==> src/source/lsu_pkg.sv <==
package lsu_pkg;

    localparam int XLEN         = 32;
    localparam int ROB_IDX_BITS = 5;
    localparam int PREG_BITS    = 6;

    typedef enum logic {
        op_load  = 1'b0,
        op_store = 1'b1
    } mem_op_e;

    // rv32i funct3 widths, stores reuse b, h and w
    typedef enum logic [2:0] {
        f3_b  = 3'b000,
        f3_h  = 3'b001,
        f3_w  = 3'b010,
        f3_bu = 3'b100,
        f3_hu = 3'b101
    } funct3_e;

    // operation as it leaves the register file read
    typedef struct packed {
        logic                    valid;
        mem_op_e                 op;
        funct3_e                 funct3;
        logic [XLEN-1:0]         base;
        logic [XLEN-1:0]         offset;
        logic [XLEN-1:0]         store_data;
        logic [ROB_IDX_BITS-1:0] rob_idx;
        logic [PREG_BITS-1:0]    pd;
    } ls_issue_t;

    // decoded queue entry
    typedef struct packed {
        mem_op_e                 op;
        funct3_e                 funct3;
        logic [XLEN-1:0]         addr;
        logic [XLEN/8-1:0]       mask;
        logic [XLEN-1:0]         wdata;
        logic [ROB_IDX_BITS-1:0] rob_idx;
        logic [PREG_BITS-1:0]    pd;
    } mem_entry_t;

    // data memory port, addr is word aligned
    typedef struct packed {
        logic [XLEN-1:0]   addr;
        logic [XLEN/8-1:0] rmask;
        logic [XLEN/8-1:0] wmask;
        logic [XLEN-1:0]   wdata;
    } mem_req_t;

    typedef struct packed {
        logic                    valid;
        logic [ROB_IDX_BITS-1:0] rob_idx;
        logic [PREG_BITS-1:0]    pd;
        logic [XLEN-1:0]         data;
    } load_done_t;

    typedef struct packed {
        logic                    valid;
        logic [ROB_IDX_BITS-1:0] rob_idx;
    } store_done_t;

endpackage
==> src/source/ls_unit.sv <==
`timescale 1ns/1ps

module ls_unit #(
    parameter int QUEUE_DEPTH = 4
) (
    input  logic                                clk,
    input  logic                                rst,
    input  logic                                flush,
    input  lsu_pkg::ls_issue_t                  issue,
    output logic                                ready,
    input  logic [lsu_pkg::ROB_IDX_BITS-1:0]    rob_head,
    output lsu_pkg::mem_req_t                   req,
    input  logic [lsu_pkg::XLEN-1:0]            rdata,
    input  logic                                resp,
    output lsu_pkg::load_done_t                 load_done,
    output lsu_pkg::store_done_t                store_done
);
    import lsu_pkg::*;

    mem_entry_t entry;
    mem_entry_t store_head;
    mem_entry_t load_head;
    mem_entry_t cur;
    logic       store_push;
    logic       load_push;
    logic       store_pop;
    logic       load_pop;
    logic       store_valid;
    logic       load_valid;
    logic       store_full;
    logic       load_full;
    logic       store_empty;
    logic       load_resp;
    logic       store_resp;

    ls_decode i_decode (
        .issue      (issue),
        .store_full (store_full),
        .load_full  (load_full),
        .ready      (ready),
        .entry      (entry),
        .store_push (store_push),
        .load_push  (load_push)
    );

    ls_queue #(.DEPTH(QUEUE_DEPTH)) i_store_queue (
        .clk        (clk),
        .rst        (rst),
        .flush      (flush),
        .push       (store_push),
        .pop        (store_pop),
        .wr_entry   (entry),
        .head       (store_head),
        .head_valid (store_valid),
        .full       (store_full),
        .empty      (store_empty)
    );

    // load queue emptiness is already given by head_valid
    ls_queue #(.DEPTH(QUEUE_DEPTH)) i_load_queue (
        .clk        (clk),
        .rst        (rst),
        .flush      (flush),
        .push       (load_push),
        .pop        (load_pop),
        .wr_entry   (entry),
        .head       (load_head),
        .head_valid (load_valid),
        .full       (load_full),
        .empty      ()
    );

    ls_mem_ctrl i_mem_ctrl (
        .clk         (clk),
        .rst         (rst),
        .flush       (flush),
        .store_head  (store_head),
        .load_head   (load_head),
        .store_valid (store_valid),
        .load_valid  (load_valid),
        .store_empty (store_empty),
        .rob_head    (rob_head),
        .resp        (resp),
        .req         (req),
        .store_pop   (store_pop),
        .load_pop    (load_pop),
        .cur         (cur),
        .load_resp   (load_resp),
        .store_resp  (store_resp)
    );

    ls_result i_result (
        .clk        (clk),
        .rst        (rst),
        .cur        (cur),
        .load_resp  (load_resp),
        .store_resp (store_resp),
        .rdata      (rdata),
        .load_done  (load_done),
        .store_done (store_done)
    );

endmodule

==> src/source/ls_result.sv <==
`timescale 1ns/1ps

module ls_result (
    input  logic                         clk,
    input  logic                         rst,
    input  lsu_pkg::mem_entry_t          cur,
    input  logic                         load_resp,
    input  logic                         store_resp,
    input  logic [lsu_pkg::XLEN-1:0]     rdata,
    output lsu_pkg::load_done_t          load_done,
    output lsu_pkg::store_done_t         store_done
);
    import lsu_pkg::*;

    logic [XLEN-1:0] lane;
    logic [XLEN-1:0] ext_data;

    // bring the addressed byte or halfword down to bit 0
    assign lane = rdata >> {cur.addr[1:0], 3'b000};

    always_comb begin
        unique case (cur.funct3)
            f3_b:    ext_data = {{24{lane[7]}}, lane[7:0]};
            f3_bu:   ext_data = {24'b0, lane[7:0]};
            f3_h:    ext_data = {{16{lane[15]}}, lane[15:0]};
            f3_hu:   ext_data = {16'b0, lane[15:0]};
            default: ext_data = rdata;
        endcase
    end

    always_ff @(posedge clk) begin
        if (load_resp) begin
            load_done.rob_idx <= cur.rob_idx;
            load_done.pd      <= cur.pd;
            load_done.data    <= ext_data;
        end
        if (rst) begin
            load_done.valid <= 1'b0;
        end else begin
            load_done.valid <= load_resp;
        end
    end

    always_ff @(posedge clk) begin
        if (store_resp) begin
            store_done.rob_idx <= cur.rob_idx;
        end
        if (rst) begin
            store_done.valid <= 1'b0;
        end else begin
            store_done.valid <= store_resp;
        end
    end

endmodule

==> src/source/ls_mem_ctrl.sv <==
`timescale 1ns/1ps

module ls_mem_ctrl (
    input  logic                                clk,
    input  logic                                rst,
    input  logic                                flush,
    input  lsu_pkg::mem_entry_t                 store_head,
    input  lsu_pkg::mem_entry_t                 load_head,
    input  logic                                store_valid,
    input  logic                                load_valid,
    input  logic                                store_empty,
    input  logic [lsu_pkg::ROB_IDX_BITS-1:0]    rob_head,
    input  logic                                resp,
    output lsu_pkg::mem_req_t                   req,
    output logic                                store_pop,
    output logic                                load_pop,
    output lsu_pkg::mem_entry_t                 cur,
    output logic                                load_resp,
    output logic                                store_resp
);
    import lsu_pkg::*;

    typedef enum logic [1:0] {
        idle,
        wait_load,
        wait_store,
        squash
    } state_e;

    state_e state;
    state_e state_next;

    logic store_go;
    logic load_go;

    function automatic mem_req_t to_req(mem_entry_t e);
        mem_req_t r;
        r.addr  = {e.addr[XLEN-1:2], 2'b00};
        r.rmask = (e.op == op_load) ? e.mask : '0;
        r.wmask = (e.op == op_store) ? e.mask : '0;
        r.wdata = e.wdata;
        return r;
    endfunction

    // a store waits for the rob head, a load for an empty store queue
    assign store_go = (state == idle) && !flush && store_valid &&
                      (store_head.rob_idx == rob_head);
    assign load_go  = (state == idle) && !flush && load_valid && store_empty;

    assign store_pop = store_go;
    assign load_pop  = load_go;

    // held from cur while a request is outstanding, squash included
    always_comb begin
        if (store_go) begin
            req = to_req(store_head);
        end else if (load_go) begin
            req = to_req(load_head);
        end else if (state != idle) begin
            req = to_req(cur);
        end else begin
            req = '0;
        end
    end

    always_comb begin
        state_next = state;
        unique case (state)
            idle: begin
                if (store_go) begin
                    state_next = wait_store;
                end else if (load_go) begin
                    state_next = wait_load;
                end
            end
            wait_load, wait_store: begin
                if (resp) begin
                    state_next = idle;
                end else if (flush) begin
                    state_next = squash;
                end
            end
            squash: begin
                if (resp) begin
                    state_next = idle;
                end
            end
            default: begin
                state_next = idle;
            end
        endcase
    end

    always_ff @(posedge clk) begin
        if (rst) begin
            state <= idle;
        end else begin
            state <= state_next;
        end
    end

    always_ff @(posedge clk) begin
        if (store_go) begin
            cur <= store_head;
        end else if (load_go) begin
            cur <= load_head;
        end
    end

    // no completion for anything flushed
    assign load_resp  = (state == wait_load) && resp && !flush;
    assign store_resp = (state == wait_store) && resp && !flush;

endmodule

==> src/source/ls_queue.sv <==
`timescale 1ns/1ps

module ls_queue #(
    parameter int DEPTH = 4
) (
    input  logic                clk,
    input  logic                rst,
    input  logic                flush,
    input  logic                push,
    input  logic                pop,
    input  lsu_pkg::mem_entry_t wr_entry,
    output lsu_pkg::mem_entry_t head,
    output logic                head_valid,
    output logic                full,
    output logic                empty
);
    import lsu_pkg::*;

    localparam int PTR_BITS = $clog2(DEPTH);

    mem_entry_t slots [DEPTH];

    // extra msb tells full from empty
    logic [PTR_BITS:0] wr_ptr;
    logic [PTR_BITS:0] rd_ptr;

    assign empty = (wr_ptr == rd_ptr);
    assign full  = (wr_ptr[PTR_BITS] != rd_ptr[PTR_BITS]) &&
                   (wr_ptr[PTR_BITS-1:0] == rd_ptr[PTR_BITS-1:0]);

    assign head_valid = !empty;
    assign head       = slots[rd_ptr[PTR_BITS-1:0]];

    always_ff @(posedge clk) begin
        if (rst || flush) begin
            wr_ptr <= '0;
            rd_ptr <= '0;
        end else begin
            if (push) begin
                wr_ptr <= wr_ptr + 1'b1;
            end
            if (pop) begin
                rd_ptr <= rd_ptr + 1'b1;
            end
        end
    end

    always_ff @(posedge clk) begin
        if (push) begin
            slots[wr_ptr[PTR_BITS-1:0]] <= wr_entry;
        end
    end

endmodule

==> src/source/ls_decode.sv <==
`timescale 1ns/1ps

module ls_decode (
    input  lsu_pkg::ls_issue_t  issue,
    input  logic                store_full,
    input  logic                load_full,
    output logic                ready,
    output lsu_pkg::mem_entry_t entry,
    output logic                store_push,
    output logic                load_push
);
    import lsu_pkg::*;

    logic [XLEN-1:0]   addr;
    logic [XLEN/8-1:0] mask;
    logic [XLEN-1:0]   lane_data;
    logic              accept;

    assign addr = issue.base + issue.offset;

    // byte enables follow the low address bits
    always_comb begin
        unique case (issue.funct3)
            f3_b, f3_bu: begin
                mask = 4'b0001 << addr[1:0];
            end
            f3_h, f3_hu: begin
                mask = 4'b0011 << addr[1:0];
            end
            f3_w: begin
                mask = 4'b1111;
            end
            default: begin
                mask = '0;
            end
        endcase
    end

    // move store bytes into their lanes
    always_comb begin
        if (issue.op == op_store) begin
            lane_data = issue.store_data << {addr[1:0], 3'b000};
        end else begin
            lane_data = '0;
        end
    end

    always_comb begin
        entry.op      = issue.op;
        entry.funct3  = issue.funct3;
        entry.addr    = addr;
        entry.mask    = mask;
        entry.wdata   = lane_data;
        entry.rob_idx = issue.rob_idx;
        entry.pd      = issue.pd;
    end

    // stall issue if either queue is out of room
    assign ready = !store_full && !load_full;

    assign accept     = issue.valid && ready;
    assign store_push = accept && (issue.op == op_store);
    assign load_push  = accept && (issue.op == op_load);

endmodule

==> config.mk <==
export PLATFORM = sky130hd
export DESIGN_NAME = ls_unit
export DESIGN_NICKNAME = d
export VERILOG_FILES = /design/src/source/lsu_pkg.sv /design/src/source/ls_unit.sv /design/src/source/ls_result.sv /design/src/source/ls_mem_ctrl.sv /design/src/source/ls_queue.sv /design/src/source/ls_decode.sv
export SDC_FILE = /design/constraint.sdc
export NUM_CORES = 1
export LEC_CHECK = 0
export BUFFER_PORTS_ARGS = -buffer_cell sky130_fd_sc_hd__buf_2
export CELL_PAD_IN_SITES_DETAIL_PLACEMENT = 0
export CELL_PAD_IN_SITES_GLOBAL_PLACEMENT = 2
export CORE_MARGIN = 3
export CORE_UTILIZATION = 40
export DETAILED_ROUTE_END_ITERATION = 8
export PLACE_DENSITY = 0.77
export SLEW_MARGIN = 10
export SYNTH_ARGS = -nofsm -noshare
export SYNTH_HDL_FRONTEND = slang
export SYNTH_SLANG_ARGS = --single-unit
==> constraint.sdc <==
create_clock -name clk -period 6.03 [get_ports clk]
set_input_delay 0.603 -clock clk [delete_from_list [all_inputs] [get_ports clk]]
set_output_delay 0.603 -clock clk [all_outputs]
set_load 0.01 [all_outputs]
==> impl_metrics.tcl <==
set metrics [dict create \
    io_buffer_count 273 \
    pin_count 276 \
    fillerInstances 7164 \
    core_area_um2 83700 \
    grt_usage_pct 18.3 \
    syn_inst 1864 \
    critical_path_peak_fanout 43 \
    avgSynthCellArea_um2 18.2 \
    die-area_um2 88200 \
    fin_nets 2355 \
    final_cell_mix "795 x edfxtp_1, 273 x buf_2, 166 x mux4_2" \
    ys_seq_area_share_pct 71.7 \
    num_vias 18100 \
    drtIter0Drc 1402 \
    cts_tree "done" \
    rsz0062_at_grt "no" \
    fin_area_um2 39300 \
    ff_latch_area_um2 24300 \
    ys.warnings.count 0 \
    worstPathArrival_ns 4.23 \
    cts-resized-gates 0 \
    ys.flop_type "edfxtp_1" \
    yosysTopAreaCell "edfxtp_1" \
    synth.cell_area_um2 33900 \
    synth_top_area_share_pct 70.5 \
    die_h_um 297 \
    worst_path_largest_cell_delay_ns 0.92 \
    hold_viol_final 0 \
    fmax_mhz 207 \
    min_period_ns 4.83 \
    critPathKind "flop to output port" \
    critical_path.top_delay_family "buffers and inverters" \
    pwr_density_cell_nw_per_um2 322 \
    antenna_found_initial 3 \
    path_cells "buf_4 > buf_4 > mux4_2 > nor2b_1 > a222oi_1 > inv_1 > buf_2" \
    chipWidth_um 297 \
    drive_above_1_share_pct 28.2 \
    grt_max_degree 76 \
    synthTopCellsByArea "edfxtp_1 71%, mux4_2 11%, a221o_1 1.9%" \
    clk_pin_slew_ns 0.06 \
    place_area_um2 36600 \
    cts_hold_buffers 0 \
    cp_data_required_time_ns 5.43 \
    startpoint_type "flop" \
    gp_congestion 0.772 \
    ir_drop_v 0.000169 \
    drv_slew 0 \
    worst_slew_pin_slew_ns 1.06 \
    synth-edff-count 795 \
    initial_utilization_pct 40.5 \
    setup_viol 0 \
    wl_um 81300 \
    synthDistinctLibCells 61 \
    cts_buffer_depth 3 \
    maxCapViolCount 0 \
    clock_latency_ns 0.64 \
    routedWlPerCell_um 24.2 \
    grt_pass1_wl_um 122000 \
    cts_buffers 84 \
    max_slew_margin_pct 29.0 \
    grt_pass1_vias 19100 \
    drcViolationCount 0 \
    path_buf_inv 4 \
    postCtsSetupBuffers 0 \
    synth_seq_cells 815 \
    cp_common_cell "buf_4" \
    multi_input_area_um2 9120 \
    synthArstFlopShare_pct 0 \
    fin_crit_sh_pct 80.2 \
    dr.pass1.iters 5 \
    final_common_cell "edfxtp_1" \
    synthToLayoutAreaGrowth_pct 16.0 \
    routed_via_density 5.40 \
    leakagePower_uw 0.0136 \
    clock_skew_ns 0.0263 \
    cts.sinks 815 \
    cts-root-buf "clkbuf_16" \
    slowest_stage "buf_4" \
    final_antenna_net_count 0 \
    hpwl_um 47900 \
    cp-end-kind "output port" \
    overflow 0 \
    status "finished, final reports clean" \
    row_count 106 \
    hold_path_class "primary input to flop" \
    final.setup.tns_ns 0 \
    htree_levels 3 \
]
==> registers in the layout, summed over array words and instances (netlist names), named ones only <==
name	count
i_load_queue.slots	332
i_store_queue.slots	332
i_mem_ctrl.cur	83
i_result.load_done	44
i_result.store_done	6
i_load_queue.rd_ptr	3
i_load_queue.wr_ptr	3
i_store_queue.rd_ptr	3
i_store_queue.wr_ptr	3
i_mem_ctrl.state	2
==> final cells by class <==
| type | instances | share of cell area, % |
|---|---|---|
| sequential | 815 | 61.9 |
| multi-input combinational | 921 | 23.2 |
| clock buffer | 108 | 5.74 |
| timing repair buffer | 303 | 4.24 |
| tap | 1134 | 3.61 |
| clock inverter | 43 | 1.04 |
| inverter | 30 | 0.287 |
| antenna | 1 | 0.00637 |
==> synth_stat cells, types with 3 or more instances <==
cell,count
o21a_1,6
a21o_1,74
xnor2_1,34
mux2_2,18
o21ai_0,29
xor2_1,14
nor3_1,8
clkbuf_1,74
dfxtp_1,20
buf_6,3
a21oi_1,42
edfxtp_1,795
mux4_2,166
a221o_1,63
nand2b_1,4
o211ai_1,10
a222oi_1,6
nor2b_1,89
mux2i_1,36
a211oi_1,4
ha_1,46
nand3_1,9
nand2_1,110
nor2_1,67
and2_1,13
nand4_1,6
a31oi_1,7
buf_4,4
and3_1,10
and3b_1,3
buf_2,10
buf_1,8
o31ai_1,7
o21bai_1,4
inv_1,28
mux2_4,4
==> final timing paths <==
| check | slack (ns) | start | cells past startpoint | end |
|---|---|---|---|---|
| min reg2reg | 0.43 | i_mem_ctrl.cur[2] | 0 | i_result.load_done[34] |
| min | 0.23 | rst | 2 | i_result.load_done[43] |
| max reg2reg | 2.01 | flop | 7 | i_mem_ctrl.cur[55] |
| max | 1.20 | flop | 7 | req[33] |
==> logic make-up (layout without fill, tap and decap cells) <==
kind of cell	Yosys count	after routing	synth area share [%]
mux	224	224	12.9
simple gates	326	326	4.70
other cells	1	3	0.0111
buf+inv	129	484	1.58
flops	815	815	71.7
compound gates	274	274	6.12
xor+xnor	48	48	1.24
fa+ha+maj	47	47	1.76
==> worst register-to-register path, cell delays in order, from the launching register on <==
cell     delay, ns
dfxtp_4       0.46
mux4_2        0.55
xnor2_1       0.18
nand4_1       0.11
or4b_4        0.96
buf_12        0.46
nand2_4       0.41
buf_12        0.46
==> report_power, final <==
group	total, uW	switching, uW	internal (uW)
Sequential	6510	33.7	6470
Combinational	1100	698	401
Clock	5030	2090	2940
Total	12600	2820	9820
==> metal layers <==
layer / vias to the layer above / track usage [%] / wire (um)
met1: 9406 / 23.9 / 33900
met4: 0 / 4.59 / 1490
met3: 107 / 2.76 / 4030
met2: 529 / 32.1 / 41800
li1: 8081 / - / -
met5: - / 0 / 0
==> stage by stage <==
stage	total power, uW	hold slack, ns	setup WS, ns	utilization [%]	instances
after global placement	7700	0.417	1.71	43.7	3203
after CTS	12800	0.214	1.06	46.9	3354
after floorplan	7270	0.400	0.740	-	1865
final	12600	0.234	1.20	46.9	3355
after global routing	13100	0.237	0.858	46.9	3354
after detailed placement	7740	0.422	1.59	43.7	3203
(Power assumes the default switching activity.)
